[config.mk]
export PLATFORM = sky130hd
export DESIGN_NAME = ics_periph_top
export DESIGN_NICKNAME = d
export VERILOG_FILES = /design/src/ics_periph_pkg.sv /design/src/axil_periph_slave.sv /design/src/periph_regs.sv /design/src/dsp_multiplier.sv /design/src/pad_shifter.sv /design/src/ics_periph_top.sv
export SDC_FILE = /design/constraint.sdc
export NUM_CORES = 1
export LEC_CHECK = 0
export BUFFER_PORTS_ARGS = -buffer_cell sky130_fd_sc_hd__buf_4
export CORE_UTILIZATION = 30
export CTS_CLUSTER_SIZE = 10
export DETAILED_ROUTE_END_ITERATION = 16
export GPL_TIMING_DRIVEN = 0
export PLACE_DENSITY = 0.52
export SETUP_SLACK_MARGIN = 0.4
export SYNTH_ARGS = -nofsm -noshare
export SYNTH_HDL_FRONTEND = slang
export SYNTH_HIERARCHICAL = 1
export SYNTH_SLANG_ARGS = --single-unit
[constraint.sdc]
create_clock -name vdp_clk -period 6.05 [get_ports vdp_clk]
set_input_delay 1.21 -clock vdp_clk [delete_from_list [all_inputs] [get_ports vdp_clk]]
set_output_delay 1.21 -clock vdp_clk [all_outputs]
set_load 0.01 [all_outputs]
[src/ics_periph_pkg.sv]
//****************************************************************************
// Shared definitions for the peripheral block
// Bus and data widths, register byte offsets, AXI response codes
// Packed structs for the AXI4-Lite channels, register accesses and pins
//****************************************************************************

package ics_periph_pkg;

    localparam int ADDR_W = 8;
    localparam int DATA_W = 32;

    // Register byte offsets
    localparam logic [ADDR_W-1:0] REG_STATUS     = 8'h00;
    localparam logic [ADDR_W-1:0] REG_DSP_A      = 8'h04;
    localparam logic [ADDR_W-1:0] REG_DSP_B      = 8'h08;
    localparam logic [ADDR_W-1:0] REG_DSP_RESULT = 8'h0c;
    localparam logic [ADDR_W-1:0] REG_PAD        = 8'h10;
    localparam logic [ADDR_W-1:0] REG_FLASH      = 8'h14;

    localparam logic [1:0] RESP_OKAY   = 2'b00;
    localparam logic [1:0] RESP_SLVERR = 2'b10;

    // Master side of AXI4-Lite
    typedef struct packed {
        logic [ADDR_W-1:0]   awaddr;
        logic                awvalid;
        logic [DATA_W-1:0]   wdata;
        logic [DATA_W/8-1:0] wstrb;
        logic                wvalid;
        logic                bready;
        logic [ADDR_W-1:0]   araddr;
        logic                arvalid;
        logic                rready;
    } axil_req_t;

    // Slave side of AXI4-Lite
    typedef struct packed {
        logic              awready;
        logic              wready;
        logic              bvalid;
        logic [1:0]        bresp;
        logic              arready;
        logic              rvalid;
        logic [DATA_W-1:0] rdata;
        logic [1:0]        rresp;
    } axil_rsp_t;

    // One register access, word addressed
    typedef struct packed {
        logic [ADDR_W-3:0]   index;
        logic [DATA_W-1:0]   data;
        logic [DATA_W/8-1:0] strb;
        logic                write;
        logic                valid;
    } reg_access_t;

    typedef struct packed {
        logic       clk;
        logic       csn;
        logic [3:0] io_out;
        logic [3:0] io_oe;
    } flash_pins_t;

    typedef struct packed {
        logic btn_u;
        logic btn_1;
        logic btn_2;
        logic btn_3;
    } pad_buttons_t;

endpackage

[src/axil_periph_slave.sv]
//****************************************************************************
// AXI4-Lite slave for the peripheral registers
// Turns aw/w and ar handshakes into single-cycle register accesses
// and holds the write and read responses until the master takes them
//****************************************************************************

`timescale 1ns/1ps

module axil_periph_slave (
    input  logic                              vdp_clk,
    input  logic                              vdp_reset,
    input  ics_periph_pkg::axil_req_t         axil_req,
    output ics_periph_pkg::axil_rsp_t         axil_rsp,
    output ics_periph_pkg::reg_access_t       access,
    input  logic [ics_periph_pkg::DATA_W-1:0] read_data,
    input  logic                              decode_error
);

    logic wr_accept;
    logic rd_accept;

    logic bvalid;
    logic [1:0] bresp;
    logic rvalid;
    logic [1:0] rresp;
    logic [ics_periph_pkg::DATA_W-1:0] rdata;

    // Address and data must arrive together, one write in flight
    assign wr_accept = axil_req.awvalid && axil_req.wvalid && !bvalid;

    // Register port is shared, so a write in the same cycle goes first
    assign rd_accept = axil_req.arvalid && !rvalid && !wr_accept;

    always_comb begin
        access.valid = wr_accept || rd_accept;
        access.write = wr_accept;
        access.data = axil_req.wdata;
        access.strb = axil_req.wstrb;
        if (wr_accept) begin
            access.index = axil_req.awaddr[ics_periph_pkg::ADDR_W-1:2];
        end else begin
            access.index = axil_req.araddr[ics_periph_pkg::ADDR_W-1:2];
        end
    end

    // Write response channel
    always_ff @(posedge vdp_clk) begin
        if (vdp_reset) begin
            bvalid <= 1'b0;
        end else if (wr_accept) begin
            bvalid <= 1'b1;
        end else if (axil_req.bready) begin
            bvalid <= 1'b0;
        end
    end

    always_ff @(posedge vdp_clk) begin
        if (wr_accept) begin
            bresp <= decode_error ? ics_periph_pkg::RESP_SLVERR : ics_periph_pkg::RESP_OKAY;
        end
    end

    // Read data channel
    always_ff @(posedge vdp_clk) begin
        if (vdp_reset) begin
            rvalid <= 1'b0;
        end else if (rd_accept) begin
            rvalid <= 1'b1;
        end else if (axil_req.rready) begin
            rvalid <= 1'b0;
        end
    end

    always_ff @(posedge vdp_clk) begin
        if (rd_accept) begin
            rdata <= read_data;
            rresp <= decode_error ? ics_periph_pkg::RESP_SLVERR : ics_periph_pkg::RESP_OKAY;
        end
    end

    always_comb begin
        axil_rsp.awready = wr_accept;
        axil_rsp.wready = wr_accept;
        axil_rsp.bvalid = bvalid;
        axil_rsp.bresp = bresp;
        axil_rsp.arready = rd_accept;
        axil_rsp.rvalid = rvalid;
        axil_rsp.rdata = rdata;
        axil_rsp.rresp = rresp;
    end

endmodule

[src/periph_regs.sv]
//****************************************************************************
// Peripheral register block
// Word decode, status LEDs, flash pin control, pad control, read mux
//****************************************************************************

`timescale 1ns/1ps

module periph_regs #(
    parameter int DSP_WIDTH = 16
) (
    input  logic                              vdp_clk,
    input  logic                              vdp_reset,
    input  ics_periph_pkg::reg_access_t       access,
    output logic [ics_periph_pkg::DATA_W-1:0] read_data,
    output logic                              decode_error,
    output logic                              dsp_a_we,
    output logic                              dsp_b_we,
    output logic [DSP_WIDTH-1:0]              dsp_data,
    input  logic [2*DSP_WIDTH-1:0]            product,
    output logic [1:0]                        pad_ctrl,
    input  logic [1:0]                        pad_bits,
    input  logic [3:0]                        flash_out,
    output logic [7:0]                        led,
    output ics_periph_pkg::flash_pins_t       flash
);

    localparam int IDX_W = ics_periph_pkg::ADDR_W - 2;
    localparam int DATA_W = ics_periph_pkg::DATA_W;

    // Word indices of the mapped registers
    localparam logic [IDX_W-1:0] IDX_STATUS = IDX_W'(ics_periph_pkg::REG_STATUS >> 2);
    localparam logic [IDX_W-1:0] IDX_DSP_A = IDX_W'(ics_periph_pkg::REG_DSP_A >> 2);
    localparam logic [IDX_W-1:0] IDX_DSP_B = IDX_W'(ics_periph_pkg::REG_DSP_B >> 2);
    localparam logic [IDX_W-1:0] IDX_RESULT = IDX_W'(ics_periph_pkg::REG_DSP_RESULT >> 2);
    localparam logic [IDX_W-1:0] IDX_PAD = IDX_W'(ics_periph_pkg::REG_PAD >> 2);
    localparam logic [IDX_W-1:0] IDX_FLASH = IDX_W'(ics_periph_pkg::REG_FLASH >> 2);

    logic wr_en;
    logic low_half;

    logic [7:0] status;

    logic flash_active;
    logic [3:0] flash_io_out;
    logic [3:0] flash_io_oe;
    logic flash_clk;
    logic flash_csn;

    assign wr_en = access.valid && access.write && !decode_error;
    assign low_half = |access.strb[1:0];

    assign dsp_data = access.data[DSP_WIDTH-1:0];
    assign dsp_a_we = wr_en && low_half && (access.index == IDX_DSP_A);
    assign dsp_b_we = wr_en && low_half && (access.index == IDX_DSP_B);

    // Status LEDs
    always_ff @(posedge vdp_clk) begin
        if (vdp_reset) begin
            status <= 8'h00;
        end else if (wr_en && access.strb[0] && access.index == IDX_STATUS) begin
            status <= access.data[7:0];
        end
    end

    assign led = status;

    // Pad latch and clock, driven by software
    always_ff @(posedge vdp_clk) begin
        if (vdp_reset) begin
            pad_ctrl <= 2'b00;
        end else if (wr_en && access.strb[0] && access.index == IDX_PAD) begin
            pad_ctrl <= access.data[1:0];
        end
    end

    // Bit-banged flash control
    always_ff @(posedge vdp_clk) begin
        if (vdp_reset) begin
            flash_active <= 1'b0;
            flash_io_oe <= 4'h0;
            flash_clk <= 1'b0;
            flash_csn <= 1'b1;
        end else if (wr_en && low_half && access.index == IDX_FLASH) begin
            flash_active <= access.data[15];
            flash_io_oe <= access.data[7:4];
            flash_clk <= access.data[8];
            flash_csn <= access.data[9];
        end
    end

    always_ff @(posedge vdp_clk) begin
        if (wr_en && low_half && access.index == IDX_FLASH) begin
            flash_io_out <= access.data[3:0];
        end
    end

    // Idle pins while software control is off
    always_comb begin
        if (flash_active) begin
            flash.clk = flash_clk;
            flash.csn = flash_csn;
            flash.io_out = flash_io_out;
            flash.io_oe = flash_io_oe;
        end else begin
            flash.clk = 1'b0;
            flash.csn = 1'b1;
            flash.io_out = 4'h0;
            flash.io_oe = 4'h0;
        end
    end

    // Read mux and decode
    always_comb begin
        read_data = '0;
        decode_error = 1'b0;
        case (access.index)
            IDX_STATUS: read_data = DATA_W'(status);
            IDX_DSP_A,
            IDX_DSP_B: read_data = '0;
            IDX_RESULT: read_data = DATA_W'(product);
            IDX_PAD: read_data = DATA_W'(pad_bits);
            IDX_FLASH: read_data = DATA_W'(flash_out);
            default: decode_error = 1'b1;
        endcase
    end

endmodule

[src/dsp_multiplier.sv]
//****************************************************************************
// Signed multiplier with operand registers and a registered product
//****************************************************************************

`timescale 1ns/1ps

module dsp_multiplier #(
    parameter int DSP_WIDTH = 16
) (
    input  logic                   vdp_clk,
    input  logic                   dsp_a_we,
    input  logic                   dsp_b_we,
    input  logic [DSP_WIDTH-1:0]   dsp_data,
    output logic [2*DSP_WIDTH-1:0] product
);

    logic signed [DSP_WIDTH-1:0] mult_a;
    logic signed [DSP_WIDTH-1:0] mult_b;

    // Operand registers loaded from the register block
    always_ff @(posedge vdp_clk) begin
        if (dsp_a_we) begin
            mult_a <= dsp_data;
        end
        if (dsp_b_we) begin
            mult_b <= dsp_data;
        end
    end

    // Product follows the operands one cycle later
    always_ff @(posedge vdp_clk) begin
        product <= mult_a * mult_b;
    end

endmodule

[src/pad_shifter.sv]
//****************************************************************************
// Gamepad stand-in built from the board buttons
// Latch and shift register clocked by software, synced user button
//****************************************************************************

`timescale 1ns/1ps

module pad_shifter #(
    parameter int PAD_BITS = 16
) (
    input  logic                         vdp_clk,
    input  logic                         vdp_reset,
    input  logic [1:0]                   pad_ctrl,
    input  ics_periph_pkg::pad_buttons_t buttons,
    output logic [1:0]                   pad_bits
);

    logic pad_latch;
    logic pad_clk;
    logic pad_clk_r;
    logic pad_clk_rise;

    logic [PAD_BITS-1:0] pad_state;
    logic [PAD_BITS-1:0] latch_value;
    logic user_button_r;

    assign pad_latch = pad_ctrl[0];
    assign pad_clk = pad_ctrl[1];
    assign pad_clk_rise = pad_clk && !pad_clk_r;

    // Left, right and B sit where a real pad reports them
    always_comb begin
        latch_value = '0;
        latch_value[7] = buttons.btn_1;
        latch_value[6] = buttons.btn_3;
        latch_value[0] = buttons.btn_2;
    end

    always_ff @(posedge vdp_clk) begin
        if (vdp_reset) begin
            pad_clk_r <= 1'b0;
        end else begin
            pad_clk_r <= pad_clk;
        end
    end

    // Shift takes priority over a held latch
    always_ff @(posedge vdp_clk) begin
        if (pad_clk_rise) begin
            pad_state <= {1'b0, pad_state[PAD_BITS-1:1]};
        end else if (pad_latch) begin
            pad_state <= latch_value;
        end
    end

    // User button sampled once per clock
    always_ff @(posedge vdp_clk) begin
        user_button_r <= buttons.btn_u;
    end

    // User button in place of second pad data
    assign pad_bits = {user_button_r, pad_state[0]};

endmodule

[src/ics_periph_top.sv]
//****************************************************************************
// Peripheral block top level
// AXI4-Lite slave, register block, DSP multiplier and gamepad shifter
//****************************************************************************

`timescale 1ns/1ps

module ics_periph_top #(
    parameter int DSP_WIDTH = 16,
    parameter int PAD_BITS = 16
) (
    input  logic                         vdp_clk,
    input  logic                         vdp_reset,
    input  ics_periph_pkg::axil_req_t    axil_req,
    output ics_periph_pkg::axil_rsp_t    axil_rsp,
    input  ics_periph_pkg::pad_buttons_t buttons,
    input  logic [3:0]                   flash_out,
    output logic [7:0]                   led,
    output ics_periph_pkg::flash_pins_t  flash
);

    ics_periph_pkg::reg_access_t access;

    logic [ics_periph_pkg::DATA_W-1:0] read_data;
    logic decode_error;

    logic dsp_a_we;
    logic dsp_b_we;
    logic [DSP_WIDTH-1:0] dsp_data;
    logic [2*DSP_WIDTH-1:0] product;

    logic [1:0] pad_ctrl;
    logic [1:0] pad_bits;

    axil_periph_slave u_slave (
        .vdp_clk      (vdp_clk),
        .vdp_reset    (vdp_reset),
        .axil_req     (axil_req),
        .axil_rsp     (axil_rsp),
        .access       (access),
        .read_data    (read_data),
        .decode_error (decode_error)
    );

    periph_regs #(
        .DSP_WIDTH (DSP_WIDTH)
    ) u_regs (
        .vdp_clk      (vdp_clk),
        .vdp_reset    (vdp_reset),
        .access       (access),
        .read_data    (read_data),
        .decode_error (decode_error),
        .dsp_a_we     (dsp_a_we),
        .dsp_b_we     (dsp_b_we),
        .dsp_data     (dsp_data),
        .product      (product),
        .pad_ctrl     (pad_ctrl),
        .pad_bits     (pad_bits),
        .flash_out    (flash_out),
        .led          (led),
        .flash        (flash)
    );

    dsp_multiplier #(
        .DSP_WIDTH (DSP_WIDTH)
    ) u_dsp (
        .vdp_clk  (vdp_clk),
        .dsp_a_we (dsp_a_we),
        .dsp_b_we (dsp_b_we),
        .dsp_data (dsp_data),
        .product  (product)
    );

    pad_shifter #(
        .PAD_BITS (PAD_BITS)
    ) u_pad (
        .vdp_clk   (vdp_clk),
        .vdp_reset (vdp_reset),
        .pad_ctrl  (pad_ctrl),
        .buttons   (buttons),
        .pad_bits  (pad_bits)
    );

endmodule

# Word level (Yosys, flattened, before mapping)
# Index checks and enable logic that the tools add are counted.
# totals
out_inout_bits,59
latchBits,0
wordCells,60
register_bits,133
rom_bits,0
n_memories,0
ram_bits,0
# classes
bitwise_logic,0
div_mod_pow,0
mul,1
n_shift,0
reduce_logical,25
n_lt_le_gt_ge,0
n_eq_ne,5
n_mux,10
addsub,0
# ops
op,n
case mux 32 bit (4 select lines),1
multiplier 16 x 16 -> 32 bit,1
logical AND 1 bit,14
"equality test 6 x 2 -> 1 bit, second input constant",2
"equality test 6 x 3 -> 1 bit, second input constant",2
two-way mux 10 bit,1
two-way mux 8 bit,1
two-way mux 7 bit,1
"equality test 6 x 1 -> 1 bit, second input constant",1
logical NOT 6 bit,1
two-way mux 6 bit,1
nonzero test 2 bit,3
OR reduction 6 bit,1
logical NOT 1 bit,4
two-way mux 1 bit,4
two-way mux 2 bit,1
OR reduction 2 bit,1
logical OR 1 bit,1

# Logic depth before layout (Yosys ltp)
# depth
word_depth,9
ltp_mapped,21
ltp_nobuf,20

# Cells and area by module
# The synthesis kept the hierarchy.
# modules_own_cells
mod,area_each_um2,instances,cells_per_inst
dsp_multiplier,11464.7,1,1152
axil_periph_slave,1529.0,1,96
periph_regs,1483.9,1,161
pad_shifter,401.6,1,24

# Least setup slack after synthesis
# No wires, ideal clock.
# synth_timing
kind,flip-flop to flip-flop
from,register u_dsp.mult_a[15]
to,register u_dsp.product[30]
path_buffers,1
stages_incl_launch_ff,20
t_arrival_ns,5.592
slack_ns,0.386
cell_sequence,edfxtp_1 -> clkbuf_1 -> nand2_1 -> inv_1 -> fa_1 -> fa_1 -> fa_1 -> fa_1 -> fa_1 -> inv_1 -> fa_1 -> inv_1 -> ha_1 -> and3_2 -> nand3_1 -> or2_1 -> o22ai_1 -> a31oi_1 -> a31oi_1 -> xor2_1
# synth_between
elab_chain_len,1
# synth_lines
element,line,rtl
from (decl),dsp_multiplier.sv:17,logic signed [DSP_WIDTH-1:0] mult_a;
from (signal assigned),dsp_multiplier.sv:23,mult_a <= dsp_data;
multiplier 16 x 16 -> 32 bit,dsp_multiplier.sv:32,product <= mult_a * mult_b;
to (signal assigned),dsp_multiplier.sv:32,
to (decl),dsp_multiplier.sv:14,output logic [2*DSP_WIDTH-1:0] product
# Every way passes these cells.
# A chain may end at the register's enable or synchronous reset.

# Worst setup path in the final report
# layout_timing
from,register u_dsp.mult_a[9]
to,register u_dsp.product[31]
# The elaborated chain is that of the path after synthesis.

==> out/summary.txt <==
Hold-fix buffers, CTS -> 0
Fin crit share -> 98.09%
Clock Latency Late Sink -> 0.43 ns
Rows -> 80
Critical Path RT -> 6.40 ns
Via count -> 10130
Fmax -> 0.1685 GHz
Die Wd -> 223.7 um
Die Height -> 223.7 um
CTS Buf Count -> 17
CTS sink count -> 131
Worst-case clock buffer depth -> 2
GPL Wtd Cong -> 0.8565
Power density cells -> 134.0 mW/mm2
Crit path DAT -> 6.28 ns
CP Class -> reg2reg
Initial Utilization -> 30.62%
Layout cells sized above 1 -> 22.22%
Worst-Margin Slew -> 1.039 ns
Max cap viols -> 0
RSZ-0062 raised after global routing -> true
RR Startpoint -> u_dsp/mult_a[9]
FF-to-FF End -> u_dsp/product[31]
Clock-pin slew on the worst setup and hold paths -> 0.06 ns
Final instance area -> 0.01796 mm2
Final setup violation count -> 0
DR vias/cell -> 4.475
Syn_area_per_cell -> 10.42 um2
Largest net degree at the start of global routing -> 26
Reg2Reg Setup Slack -> 0.12 ns
Tightest Hold Check Type -> reg2reg
Antenna diodes -> 0
Synth Cell Area -> 0.01474 mm2
H-Tree Depth -> 4
Cells after Synth -> 1415
Placed wire-length estimate -> 30740 um
Synth Warn # -> 6
Initial DRC count -> 523
Slew headroom -> 30.76%
Die area -> 0.05004 mm2
Critical path launch point type -> flop
Routed WL -> 39810 um
Slew Viols, Final -> 0
Setup Slack @ Placement -> -0.9512 ns
Hold Crit Start -> u_regs/flash_io_oe[3]
Worst setup EP type -> flop
Peak VDD IR -> 0.1382 mV
Post-route antenna net violation count -> 0
Final critical-path required period -> 5.935 ns
DRC viols -> 0
Remaining Overflow, GRT -> 0
Area grow syn2layout -> 21.80%
# IOs -> 126
Fin. Hold Viols -> 0
Number of port buffers -> 83
Commonest non-fill, non-tap cells in the layout -> inv_1, fa_1, buf_4
Outcome -> finished, final reports clean
Total leakage power -> 8.360 nW
Worst setup margin -> 0.1154 ns
Commonest non-fill, non-tap cell in the layout -> inv_1
Worst Reg-to-Reg Cells -> 20
Worst hold stages -> 2
Crit path max fanout -> 5
Clock Skew -> 0.01566 ns
Initial antenna violation count -> 1
Wirelength per Cell -> 17.59 um
Placed inst area -> 0.01622 mm2
Final nets -> 2005
Pre-Repair DR Iteration Count -> 5
Number of global-route vias before repair -> 10930
GRT Total Usage -> 16.62%
Root Driver -> clkbuf_16
Global-route wire length before repair -> 62670 um
Core area -> 0.04815 mm2
WHS Endpoint -> u_regs/flash_io_oe[3]
CTS tree -> yes
worst max-delay path by stage:
stage                          start                 to  slack (ns)  depth (start not counted)
CTS                 u_dsp/mult_a[14]  u_dsp/product[19]        0.24                         20
finish               u_dsp/mult_a[9]  u_dsp/product[31]        0.12                         20
global placement     u_dsp/mult_a[7]  u_dsp/product[31]       -0.93                         21
floorplan           u_dsp/mult_a[15]  u_dsp/product[31]        0.41                         19
global route         u_dsp/mult_b[4]  u_dsp/product[26]       -0.07                         21
detailed placement  u_dsp/mult_a[15]  u_dsp/product[31]       -0.95                         18
routing by layer:
| layer | GRT usage [%] | vias up | share of wire [%] |
|---|---|---|---|
| li1 | - | 4633 | - |
| met1 | 22.94 | 5276 | 47 |
| met2 | 27.21 | 176 | 48 |
| met3 | 2.754 | 41 | 3.6 |
| met4 | 3.844 | 2 | 1.6 |
| met5 | 0 | - | 0.033 |
timing repair:
action / CTS / global route
setup endpoints to repair: 19 / 16
setup buffers: 64 / 10
pin swaps: 31 / 21
cloned: 0 / 1
resized for setup: 114 / 39
report_power, final:
group / leakage (nW) / switching (W) / total, W / internal (W)
registers: 1.16 / 0.0000111 / 0.00101 / 0.000995
logic: 6.92 / 0.000209 / 0.000402 / 0.000193
clock network: 0.273 / 0.000401 / 0.000998 / 0.000596
registers in the layout, summed over array words and instances, names as in the netlist:
register             flops
u_dsp/mult_a            16
u_dsp/mult_b            16
u_dsp/product           32
u_pad/pad_clk_r          1
u_pad/pad_state          8
u_pad/user_button_r      1
u_regs/flash_active      1
u_regs/flash_clk         1
u_regs/flash_csn         1
u_regs/flash_io_oe       4
u_regs/flash_io_out      4
u_regs/led               8
u_regs/pad_ctrl          2
u_slave/bresp            1
u_slave/bvalid           1
u_slave/rdata           32
u_slave/rresp            1
u_slave/rvalid           1
worst max-delay path: stages (launching register included):
cell      delay (ns)
edfxtp_1        0.55
buf_6           0.20
and2_4          0.15
fa_1            0.48
inv_1           0.05
fa_1            0.48
fa_1            0.54
inv_2           0.04
fa_1            0.49
fa_1            0.50
inv_1           0.05
fa_1            0.51
inv_2           0.05
ha_4            0.28
nand4_1         0.21
nor2_1          0.18
nand3_2         0.18
a211oi_4        0.42
o21ai_2         0.13
o211ai_1        0.21
xnor2_1         0.15
cell type report:
type | count | area (um2)
Clock inverter | 9 | 82.58
Timing Repair Buffer | 159 | 1267
Sequential cell | 131 | 3403
Buffer | 89 | 704.4
Clock buffer | 23 | 478.0
Multi-Input combinational cell | 902 | 10100
Fill cell | 4826 | 30190
Inverter | 294 | 1104
Tap cell | 656 | 820.8
per-stage QoR:
stage	utilization (%)	cells	setup TNS, ns	power [W]	hold slack, ns
2_1_floorplan	-	1416	0	0.001247	0.4442
3_3_place_gp	33.64	2155	-9.919	0.001352	0.4555
3_5_place_dp	33.69	2156	-10.07	0.001356	0.4596
4_1_cts	36.81	2252	0	0.002409	0.4713
5_1_grt	37.30	2263	-0.2068	0.002501	0.5004
6_report	37.30	2263	0	0.002406	0.4726
Note: power is estimated with default switching activity, not from simulation.
